**config.mk**
```make
export PLATFORM = sky130hd
export DESIGN_NAME = fetch_top
export DESIGN_NICKNAME = d
export VERILOG_FILES = /design/src/fetch_pkg.sv /design/src/fetch_top.sv /design/src/icache_refill_fsm.sv /design/src/icache_refill_counter.sv /design/src/icache_store.sv /design/src/fetch_pc_gen.sv /design/src/fetch_branch_predecode.sv
export VERILOG_INCLUDE_DIRS = /design/src /design/src/src
export SDC_FILE = /design/constraint.sdc
export NUM_CORES = 2
export LEC_CHECK = 0
export BUFFER_PORTS_ARGS = -buffer_cell sky130_fd_sc_hd__buf_4
export CAP_MARGIN = 20
export CORE_MARGIN = 8
export CORE_UTILIZATION = 52
export DETAILED_ROUTE_END_ITERATION = 10
export PLACE_DENSITY = 0.8
export SLEW_MARGIN = 20
export SYNTH_ARGS = -nofsm -noshare
export SYNTH_HDL_FRONTEND = slang
export SYNTH_SLANG_ARGS = --single-unit
```
**constraint.sdc**
```tcl
create_clock -name clk -period 7.5 [get_ports clk]
set_input_delay 1.875 -clock clk [delete_from_list [all_inputs] [get_ports clk]]
set_output_delay 1.875 -clock clk [all_outputs]
set_load 0.01 [all_outputs]
```
**src/fetch_macros.svh**
```systemverilog
`ifndef FETCH_MACROS_SVH
`define FETCH_MACROS_SVH

`default_nettype none

// ************************************************************
// fetch stage constants
// ************************************************************

// program counter and byte address width
`define FETCH_PC_W 64

// first pc after reset, start of dram
`define FETCH_RESET_PC 64'h0000_0000_8000_0000

// icache geometry, 8 lines of 4 words
`define ICACHE_IDX_W 3
`define ICACHE_OFS_W 2
`define ICACHE_WORDS 4

`default_nettype wire

`endif
```
**src/fetch_pkg.sv**
```systemverilog
`include "fetch_macros.svh"

`default_nettype none

package fetch_pkg;

	// tag sits above index, word offset and byte-in-word bits
	localparam int TAG_W = `FETCH_PC_W - `ICACHE_IDX_W - `ICACHE_OFS_W - 2;

	typedef logic [`FETCH_PC_W-1:0] pc_t;
	typedef logic [TAG_W-1:0] tag_t;

	// only the two control-flow opcodes matter to fetch
	typedef enum logic [6:0] {
		op_branch = 7'b1100011,
		op_jal    = 7'b1101111
	} opcode_e;

	// conditional branch layout
	typedef struct packed {
		logic       imm_12;
		logic [5:0] imm_10_5;
		logic [4:0] rs2;
		logic [4:0] rs1;
		logic [2:0] funct3;
		logic [3:0] imm_4_1;
		logic       imm_11;
		opcode_e    opcode;
	} inst_b_t;

	// jal layout
	typedef struct packed {
		logic       imm_20;
		logic [9:0] imm_10_1;
		logic       imm_11;
		logic [7:0] imm_19_12;
		logic [4:0] rd;
		opcode_e    opcode;
	} inst_j_t;

	// one fetched word, seen raw or through either immediate layout
	typedef union packed {
		logic [31:0] raw;
		inst_b_t     b;
		inst_j_t     j;
	} inst_word_u;

endpackage

`default_nettype wire

```
**src/fetch_top.sv**
```systemverilog
`include "fetch_macros.svh"

`timescale 1ns/10ps
`default_nettype none

module fetch_top
	import fetch_pkg::*;
(
	input  logic       clk,
	input  logic       rst,
	output logic       fetch_valid,
	input  logic       fetch_ready,
	output pc_t        fetch_pc,
	output inst_word_u fetch_inst,
	input  logic       redirect,
	input  pc_t        redirect_pc,
	input  logic       inval_en,
	input  pc_t        inval_addr,
	output logic       mem_req,
	output pc_t        mem_addr,
	input  logic       mem_ack,
	input  inst_word_u mem_rdata
);

	pc_t                      pc;
	pc_t                      pred_target;
	pc_t                      fill_base;
	inst_word_u               hit_word;
	inst_word_u               word_data;
	logic                     pred_taken;
	logic                     hit;
	logic                     busy;
	logic                     miss;
	logic                     accept;
	logic                     word_we;
	logic                     line_done;
	logic                     cnt_clear;
	logic                     cnt_step;
	logic                     last_word;
	logic [`ICACHE_OFS_W-1:0] ofs;

	// ************************************************************
	// handshake glue
	// ************************************************************

	// nothing offered while a refill runs
	assign fetch_valid = hit && !busy;
	assign fetch_pc    = pc;
	assign fetch_inst  = hit_word;

	// a redirect cycle flushes the offered instruction
	assign accept = fetch_valid && fetch_ready && !redirect;
	assign miss   = !hit && !busy;

	fetch_branch_predecode predecode_inst (
		.inst        (hit_word),
		.pc          (pc),
		.pred_taken  (pred_taken),
		.pred_target (pred_target)
	);

	fetch_pc_gen pc_gen_inst (
		.clk         (clk),
		.rst         (rst),
		.accept      (accept),
		.redirect    (redirect),
		.redirect_pc (redirect_pc),
		.pred_taken  (pred_taken),
		.pred_target (pred_target),
		.pc          (pc)
	);

	icache_store store_inst (
		.clk        (clk),
		.rst        (rst),
		.lookup_pc  (pc),
		.hit        (hit),
		.hit_word   (hit_word),
		.fill_base  (fill_base),
		.fill_ofs   (ofs),
		.word_we    (word_we),
		.word_data  (word_data),
		.line_done  (line_done),
		.inval_en   (inval_en),
		.inval_addr (inval_addr)
	);

	icache_refill_fsm refill_fsm_inst (
		.clk       (clk),
		.rst       (rst),
		.miss      (miss),
		.miss_pc   (pc),
		.mem_req   (mem_req),
		.mem_addr  (mem_addr),
		.mem_ack   (mem_ack),
		.mem_rdata (mem_rdata),
		.fill_base (fill_base),
		.word_we   (word_we),
		.word_data (word_data),
		.line_done (line_done),
		.busy      (busy),
		.cnt_clear (cnt_clear),
		.cnt_step  (cnt_step),
		.ofs       (ofs),
		.last_word (last_word)
	);

	icache_refill_counter refill_counter_inst (
		.clk       (clk),
		.rst       (rst),
		.clear     (cnt_clear),
		.step      (cnt_step),
		.ofs       (ofs),
		.last_word (last_word)
	);

endmodule

`default_nettype wire

```
**src/icache_refill_fsm.sv**
```systemverilog
`include "fetch_macros.svh"

`timescale 1ns/10ps
`default_nettype none

module icache_refill_fsm
	import fetch_pkg::*;
(
	input  logic                     clk,
	input  logic                     rst,
	input  logic                     miss,
	input  pc_t                      miss_pc,
	output logic                     mem_req,
	output pc_t                      mem_addr,
	input  logic                     mem_ack,
	input  inst_word_u               mem_rdata,
	output pc_t                      fill_base,
	output logic                     word_we,
	output inst_word_u               word_data,
	output logic                     line_done,
	output logic                     busy,
	output logic                     cnt_clear,
	output logic                     cnt_step,
	input  logic [`ICACHE_OFS_W-1:0] ofs,
	input  logic                     last_word
);

	localparam int LINE_LSB = `ICACHE_OFS_W + 2;

	typedef enum logic [1:0] {
		st_idle,
		st_req,
		st_ack_low,
		st_done
	} state_e;

	state_e state_q;
	pc_t    base_q;
	logic   last_q;
	logic   start;

	// ************************************************************
	// state machine
	// ************************************************************

	assign start = (state_q == st_idle) && miss;

	always_ff @(posedge clk) begin
		if (rst) begin
			state_q <= st_idle;
			last_q  <= 1'b0;
		end else begin
			case (state_q)
				st_idle: begin
					if (miss) begin
						state_q <= st_req;
					end
				end
				st_req: begin
					// word captured this edge, remember if it closes the line
					if (mem_ack) begin
						state_q <= st_ack_low;
						last_q  <= last_word;
					end
				end
				st_ack_low: begin
					// four-phase, wait out the ack before the next req
					if (!mem_ack) begin
						state_q <= last_q ? st_done : st_req;
					end
				end
				st_done: begin
					state_q <= st_idle;
				end
				default: begin
					state_q <= st_idle;
				end
			endcase
		end
	end

	// line base, low bits cleared
	always_ff @(posedge clk) begin
		if (start) begin
			base_q <= {miss_pc[`FETCH_PC_W-1:LINE_LSB], {LINE_LSB{1'b0}}};
		end
	end

	// ************************************************************
	// outputs
	// ************************************************************

	assign busy      = (state_q != st_idle);
	assign mem_req   = (state_q == st_req);
	assign mem_addr  = {base_q[`FETCH_PC_W-1:LINE_LSB], ofs, 2'b00};
	assign fill_base = base_q;

	// capture on the ack, req drops the cycle after
	assign word_we   = mem_req && mem_ack;
	assign word_data = mem_rdata;
	assign cnt_clear = start;
	assign cnt_step  = word_we;
	assign line_done = (state_q == st_done);

	// handshake rules against the memory side
	assert property (@(posedge clk) disable iff (rst)
		(mem_req && !mem_ack) |=> (mem_req && $stable(mem_addr)))
		else $error("mem_req or mem_addr changed before mem_ack");

	assert property (@(posedge clk) disable iff (rst)
		$rose(mem_req) |-> !mem_ack)
		else $error("mem_req rose while mem_ack still high");

endmodule

`default_nettype wire

```
**src/icache_refill_counter.sv**
```systemverilog
`include "fetch_macros.svh"

`timescale 1ns/10ps
`default_nettype none

module icache_refill_counter (
	input  logic                     clk,
	input  logic                     rst,
	input  logic                     clear,
	input  logic                     step,
	output logic [`ICACHE_OFS_W-1:0] ofs,
	output logic                     last_word
);

	localparam int unsigned LAST = `ICACHE_WORDS - 1;

	logic [`ICACHE_OFS_W-1:0] ofs_q;

	// word offset within the line being refilled
	always_ff @(posedge clk) begin
		if (rst) begin
			ofs_q <= '0;
		end else if (clear) begin
			ofs_q <= '0;
		end else if (step) begin
			// wraps to zero after the last word
			ofs_q <= ofs_q + 1'b1;
		end
	end

	assign ofs       = ofs_q;
	assign last_word = (ofs_q == LAST[`ICACHE_OFS_W-1:0]);

endmodule

`default_nettype wire

```
**src/icache_store.sv**
```systemverilog
`include "fetch_macros.svh"

`timescale 1ns/10ps
`default_nettype none

module icache_store
	import fetch_pkg::*;
(
	input  logic                     clk,
	input  logic                     rst,
	input  pc_t                      lookup_pc,
	output logic                     hit,
	output inst_word_u               hit_word,
	input  pc_t                      fill_base,
	input  logic [`ICACHE_OFS_W-1:0] fill_ofs,
	input  logic                     word_we,
	input  inst_word_u               word_data,
	input  logic                     line_done,
	input  logic                     inval_en,
	input  pc_t                      inval_addr
);

	localparam int LINES   = 1 << `ICACHE_IDX_W;
	localparam int IDX_LSB = `ICACHE_OFS_W + 2;
	localparam int TAG_LSB = `ICACHE_IDX_W + IDX_LSB;

	// ************************************************************
	// arrays
	// ************************************************************

	logic [LINES-1:0] valid_q;
	tag_t             tag_q [LINES];
	inst_word_u       data_q [LINES][`ICACHE_WORDS];

	logic [`ICACHE_IDX_W-1:0] look_idx;
	logic [`ICACHE_IDX_W-1:0] fill_idx;
	logic [`ICACHE_IDX_W-1:0] inval_idx;
	logic [`ICACHE_OFS_W-1:0] look_ofs;
	tag_t                     look_tag;
	tag_t                     fill_tag;
	tag_t                     inval_tag;
	logic                     fill_start;
	logic                     inval_hit;
	logic                     inval_fill;
	logic                     fill_stale_q;

	// address split
	assign look_idx  = lookup_pc[IDX_LSB +: `ICACHE_IDX_W];
	assign look_ofs  = lookup_pc[2 +: `ICACHE_OFS_W];
	assign look_tag  = lookup_pc[`FETCH_PC_W-1:TAG_LSB];
	assign fill_idx  = fill_base[IDX_LSB +: `ICACHE_IDX_W];
	assign fill_tag  = fill_base[`FETCH_PC_W-1:TAG_LSB];
	assign inval_idx = inval_addr[IDX_LSB +: `ICACHE_IDX_W];
	assign inval_tag = inval_addr[`FETCH_PC_W-1:TAG_LSB];

	// combinational lookup
	assign hit      = valid_q[look_idx] && (tag_q[look_idx] == look_tag);
	assign hit_word = data_q[look_idx][look_ofs];

	// first refill word opens the line
	assign fill_start = word_we && (fill_ofs == '0);

	// snoop against a resident line, and against the line being filled
	assign inval_hit  = inval_en && valid_q[inval_idx] && (tag_q[inval_idx] == inval_tag);
	assign inval_fill = inval_en && (inval_idx == fill_idx) && (inval_tag == fill_tag);

	// ************************************************************
	// valid bits
	// ************************************************************

	// store into a line mid-refill, so drop it at the end
	always_ff @(posedge clk) begin
		if (rst) begin
			fill_stale_q <= 1'b0;
		end else if (fill_start) begin
			fill_stale_q <= inval_fill;
		end else if (inval_fill) begin
			fill_stale_q <= 1'b1;
		end
	end

	always_ff @(posedge clk) begin
		if (rst) begin
			valid_q <= '0;
		end else begin
			if (fill_start) begin
				valid_q[fill_idx] <= 1'b0;
			end
			if (line_done && !fill_stale_q && !inval_fill) begin
				valid_q[fill_idx] <= 1'b1;
			end
			// snoop last, it wins
			if (inval_hit) begin
				valid_q[inval_idx] <= 1'b0;
			end
		end
	end

	// tag on first word, data per word
	always_ff @(posedge clk) begin
		if (fill_start) begin
			tag_q[fill_idx] <= fill_tag;
		end
		if (word_we) begin
			data_q[fill_idx][fill_ofs] <= word_data;
		end
	end

	// refill fsm never writes a word in its done cycle
	assert property (@(posedge clk) disable iff (rst) !(word_we && line_done))
		else $error("word write and line done in the same cycle");

endmodule

`default_nettype wire

```
**src/fetch_pc_gen.sv**
```systemverilog
`include "fetch_macros.svh"

`timescale 1ns/10ps
`default_nettype none

module fetch_pc_gen
	import fetch_pkg::*;
(
	input  logic clk,
	input  logic rst,
	input  logic accept,
	input  logic redirect,
	input  pc_t  redirect_pc,
	input  logic pred_taken,
	input  pc_t  pred_target,
	output pc_t  pc
);

	// ************************************************************
	// next pc select
	// ************************************************************

	pc_t  pc_q;
	pc_t  pc_next;
	pc_t  pc_seq;
	logic pc_en;

	// sequential fetch, no compressed instructions
	assign pc_seq = pc_q + `FETCH_PC_W'(4);

	always_comb begin
		pc_next = pc_q;
		pc_en   = 1'b0;
		if (redirect) begin
			// execute overrides everything, even back-pressure
			pc_next = redirect_pc;
			pc_en   = 1'b1;
		end else if (accept && pred_taken) begin
			pc_next = pred_target;
			pc_en   = 1'b1;
		end else if (accept) begin
			pc_next = pc_seq;
			pc_en   = 1'b1;
		end
		// otherwise hold, decode not ready or cache missing
	end

	// ************************************************************
	// pc register
	// ************************************************************

	always_ff @(posedge clk) begin
		if (rst) begin
			pc_q <= `FETCH_RESET_PC;
		end else if (pc_en) begin
			pc_q <= pc_next;
		end
	end

	assign pc = pc_q;

endmodule

`default_nettype wire

```
**src/fetch_branch_predecode.sv**
```systemverilog
`include "fetch_macros.svh"

`timescale 1ns/10ps
`default_nettype none

module fetch_branch_predecode
	import fetch_pkg::*;
(
	input  inst_word_u inst,
	input  pc_t        pc,
	output logic       pred_taken,
	output pc_t        pred_target
);

	// ************************************************************
	// immediates
	// ************************************************************

	pc_t  imm_b;
	pc_t  imm_j;
	logic is_jal;
	logic is_branch;

	// b-type, sign from bit 31, lsb always zero
	assign imm_b = {{(`FETCH_PC_W-13){inst.b.imm_12}}, inst.b.imm_12, inst.b.imm_11,
		inst.b.imm_10_5, inst.b.imm_4_1, 1'b0};

	// j-type, 21-bit signed offset
	assign imm_j = {{(`FETCH_PC_W-21){inst.j.imm_20}}, inst.j.imm_20, inst.j.imm_19_12,
		inst.j.imm_11, inst.j.imm_10_1, 1'b0};

	// ************************************************************
	// static prediction
	// ************************************************************

	always_comb begin
		is_jal    = 1'b0;
		is_branch = 1'b0;
		case (inst.b.opcode)
			op_jal:    is_jal    = 1'b1;
			op_branch: is_branch = 1'b1;
			default:   ;
		endcase
	end

	// jal always, branch only when the offset points backwards
	assign pred_taken = is_jal | (is_branch & inst.b.imm_12);

	always_comb begin
		if (is_jal) begin
			pred_target = pc + imm_j;
		end else begin
			pred_target = pc + imm_b;
		end
	end

	// pc from pc_gen is word aligned, so any taken target must land on a halfword
	always_comb begin
		assert #0 (!pred_taken || !pred_target[0])
			else $error("predicted target 0x%h not halfword aligned", pred_target);
	end

endmodule

`default_nettype wire

```
==> flow_summary.yaml <==
run_status:
  status: "completed"
critical_path:
  worstPathArrival_ns: 5.56
  path_class: "reg -> out"
  max_stage_delay_ns: 0.78
  slowest_stage: "or4_1"
  startpoint_type: "flop"
  path_delay_family: "simple AND/OR/NAND/NOR gates"
  critPathBufInv: 5
  cp_data_required_time_ns: 5.62
  path_cells: "buf_4, buf_16, buf_6, mux4_2, mux2i_1, xor2_1, nand4_1, nor4_1, nand4_1, or4_1, nor3_1, buf_4, buf_4"
  path_common_cell: "buf_4"
  critical_path.max_fanout: 64
  worst_setup_path_end_kind: "output pin"
sta:
  report.final.slew_viol_count: 0
  fin_crit_sh_pct: 99.1
  hold_slack_ns: 0.456
  timing.fmax_ghz: 0.135
  setup_violations: 0
  rsz0062_at_grt: "false"
  worst_slew_pin_slew_ns: 1.21
  period_minus_slack_ns: 7.43
  relSlewSlack_pct: 19.0
  finClkSkew_ns: 0.0642
  layout_setup_ws_ns: 0.0694
  hold_violations: 0
  finalSetupTns_ns: 0
placement:
  gp_congestion: 0.991
  placed_cell_area_um2: 77300
  post-place-ws_ns: 0.0152
  port_buffers: 321
  place.detailed.hpwl_um: 149000
route:
  drt_iter0_drc: 8096
  route.detailed.drc: 0
  num_vias: 48100
  drtPass1Iterations: 7
  viasPerCell: 7.15
  wirelength_um: 244000
  ant_nets: 0
  wire_per_inst_um: 36.2
synth:
  synth_area_per_cell_um2: 16.4
  muxShareOfSynthArea_pct: 14.9
  ys_seq_area_share_pct: 66.4
  ys_async_sr_fraction_pct: 0
  syn_area_um2: 72100
  synthCells: 4400
  ys_ff_latch: 1621
  synth_edf_count: 1540
  synthAdderAreaFrac_pct: 1.19
  synthSimpleGateAreaFrac_pct: 5.20
  synth_xor_area_share_pct: 2.61
  synth-main-ff-cell: "edfxtp_1"
  synth_top_family_by_area: "multiplexers"
  yosys_warnings: 0
  synth_cell_types: 90
  synth_compound_area_share_pct: 7.69
pwr:
  leakage_nw: 26.9
  p_clk_share_pct: 38.3
  max-vdd-ir-drop_mv: 0.342
  p_sw_mw: 5.30
  p_sw_share_pct: 25.8
  sequentialPowerShare_pct: 50.2
  power_per_cell_area_nw_per_um2: 248
  p_int_mw: 15.2
  combPwrFrac_pct: 11.4
flow_run:
  maxCapViolations: 0
die:
  die_h_um: 388
  io_pins: 328
  die_x_um: 388
  core_area_um2: 137000
  die_area_um2: 151000
  rows: 136
  start_util_pct: 52.4
global_route:
  grt.overflow.total: 0
  grt_usage_pct: 31.1
  antenna_found_initial: 17
  grt_pass1_wl_um: 339000
  grt_pass1_vias: 46700
  grt_max_degree: 94
clock_tree:
  cts_tree: "yes"
  clk_latency_ns: 0.82
  clk_pin_slew_worst_paths_ns: 0.06
  clk_path_buf_depth: 3
  cts_root_buf: "clkbuf_16"
  cts_inserted_buffers: 160
  htree_levels: 4
  cts_sinks: 1621
finish:
  area_delta_synth_final_pct: 14.6
  final_nets: 5036
  design_area_um2: 82600
  drive_above_1_share_pct: 25.2
min_path:
  min_path_type: "reg -> reg"
[layer usage]
metal	routed length, um	global-route usage [%]	vias up
met4	18000	18.3	16
met3	36500	11.3	953
met5	129	0	-
met1	79700	37.9	23900
li1	-	-	18800
met2	110000	47.8	4509
[final timing paths]
check / startpoint / to / slack (ns) / cells after the start
min: store_inst.fill_stale_q / store_inst.fill_stale_q / 0.46 / 2
min reg2reg: store_inst.fill_stale_q / store_inst.fill_stale_q / 0.46 / 2
max reg2reg: flop / pc_gen_inst.pc[59] / 0.28 / 22
max: flop / fetch_valid / 0.07 / 13
[kinds of logic (layout without fill, tap and decap cells)]
logic type / Yosys count / count (layout)
simple gates: 759 / 759
mux: 613 / 613
xor+xnor: 215 / 215
fa+ha+maj: 68 / 68
buf+inv: 313 / 843
flops: 1621 / 1621
compound gates: 810 / 810
other cells: 1 / 10
[Yosys cell counts (9+ instances only)]
master	count	area [um^2]
nor3_1	55	275
and4_1	9	78.8
nand2b_1	10	62.6
o211ai_1	27	203
buf_1	23	86.3
edfxtp_1	1540	46200
nor4_1	35	219
a21oi_1	177	886
a21o_1	28	210
o221ai_1	9	78.8
o21a_1	15	113
a221oi_1	59	517
mux2i_1	175	1750
or3_1	13	81.3
o22ai_1	27	169
inv_1	46	173
ha_1	67	838
xnor2_1	130	1140
and2_1	17	106
dfxtp_1	81	1620
a22oi_1	173	1300
buf_6	11	124
xor2_1	85	744
buf_4	16	120
mux2_2	79	890
clkbuf_1	159	597
a31oi_1	25	156
mux4_2	359	8090
o21bai_1	12	90.1
nor2b_1	18	113
o211a_1	9	90.1
a22o_1	30	263
nand2_1	201	754
and3_1	25	156
o21ai_0	116	581
nor2_1	170	638
a211oi_1	29	218
nand4_1	91	569
nand3_1	79	395
buf_2	45	225
[worst register-to-register path: stages, from the launching register on]
cell and delay [ns]:
dfxtp_4 0.70, mux4_2 0.60, mux2_2 0.28, nand2_1 0.10
nand4_1 0.11, nand4b_1 0.47, nor3_4 0.24, buf_4 0.22
mux2_2 0.38, ha_1 0.26, fa_1 0.52, a211oi_1 0.31
o21ai_0 0.30, o21ai_0 0.43, o21ai_0 0.29, a311oi_2 0.56
nor4bb_1 0.13, buf_4 0.16, o21bai_1 0.20, and2_1 0.19
xnor2_1 0.15, o21ai_0 0.11, a2111oi_0 0.38
[state kept, by name, indices dropped and copies added, names as in the netlist, named ones only]
signal                     flops
pc_gen_inst.pc                64
refill_counter_inst.ofs        2
refill_fsm_inst.fill_base     60
refill_fsm_inst.last_q         1
refill_fsm_inst.state_q        2
store_inst.data_q           1024
store_inst.fill_stale_q        1
store_inst.tag_q             456
store_inst.valid_q             8
[layout make-up]
class	count	area (um^2)
clock inverters	90	912
inverters	52	195
clock buffers	201	4210
well taps	1794	2240
repair buffers	500	4020
diodes	8	20.0
fillers	9586	54900
multi-input cells	2467	23100
flip-flops and latches	1621	47900
[metrics by stage]
| stage | cells | util, % | power (mW) |
|---|---|---|---|
| 2_1_floorplan | 4401 | - | 11.7 |
| 3_3_place_gp | 6429 | 56.2 | 12.7 |
| 3_5_place_dp | 6430 | 56.2 | 12.7 |
| 4_1_cts | 6721 | 60.0 | 20.5 |
| 5_1_grt | 6727 | 60.1 | 21.0 |
| 6_report | 6733 | 60.1 | 20.5 |
[cell usage in the layout, fill, tap and decap left out, types with 15 or more instances in the layout]
cell | netlist | routed
buf_4 | 16 | 480
mux2_2 | 79 | 79
nand4_1 | 91 | 91
nor3_1 | 55 | 47
nor2b_1 | 18 | 16
nand2_1 | 201 | 201
and2_1 | 17 | 16
a21oi_1 | 177 | 177
clkinv_1 | 3 | 33
clkbuf_16 | 0 | 162
a21o_1 | 28 | 28
o211ai_1 | 27 | 27
mux2i_1 | 175 | 169
clkbuf_1 | 159 | 37
xnor2_1 | 130 | 130
o22ai_1 | 27 | 27
clkinv_2 | 0 | 26
edfxtp_1 | 1540 | 1540
a22oi_1 | 173 | 173
o21a_1 | 15 | 15
ha_1 | 67 | 67
nor2_1 | 170 | 137
a221oi_1 | 59 | 58
a22o_1 | 30 | 30
o21ai_0 | 116 | 116
a31oi_1 | 25 | 25
a211oi_1 | 29 | 29
and3_1 | 25 | 24
nand3_1 | 79 | 79
nor2_4 | 0 | 32
nor4_1 | 35 | 35
dfxtp_1 | 81 | 76
mux4_2 | 359 | 359
inv_1 | 46 | 46
xor2_1 | 85 | 85
[what timing repair did]
item	in CTS	in global routing
resized for setup	13	2
gates cloned	0	1
buffers inserted	0	3
hold buffers	0	0
setup endpoints to repair	3	10
pin swaps	0	1
[power groups by stage]
stage	clock network (mW)	logic (mW)	registers, mW
2_1_floorplan	0	1.28	10.4
3_3_place_gp	0	2.21	10.5
3_5_place_dp	0	2.24	10.5
4_1_cts	7.89	2.27	10.3
5_1_grt	8.22	2.43	10.3
6_report	7.86	2.35	10.3
Note: power is estimated with default switching activity, not from simulation.
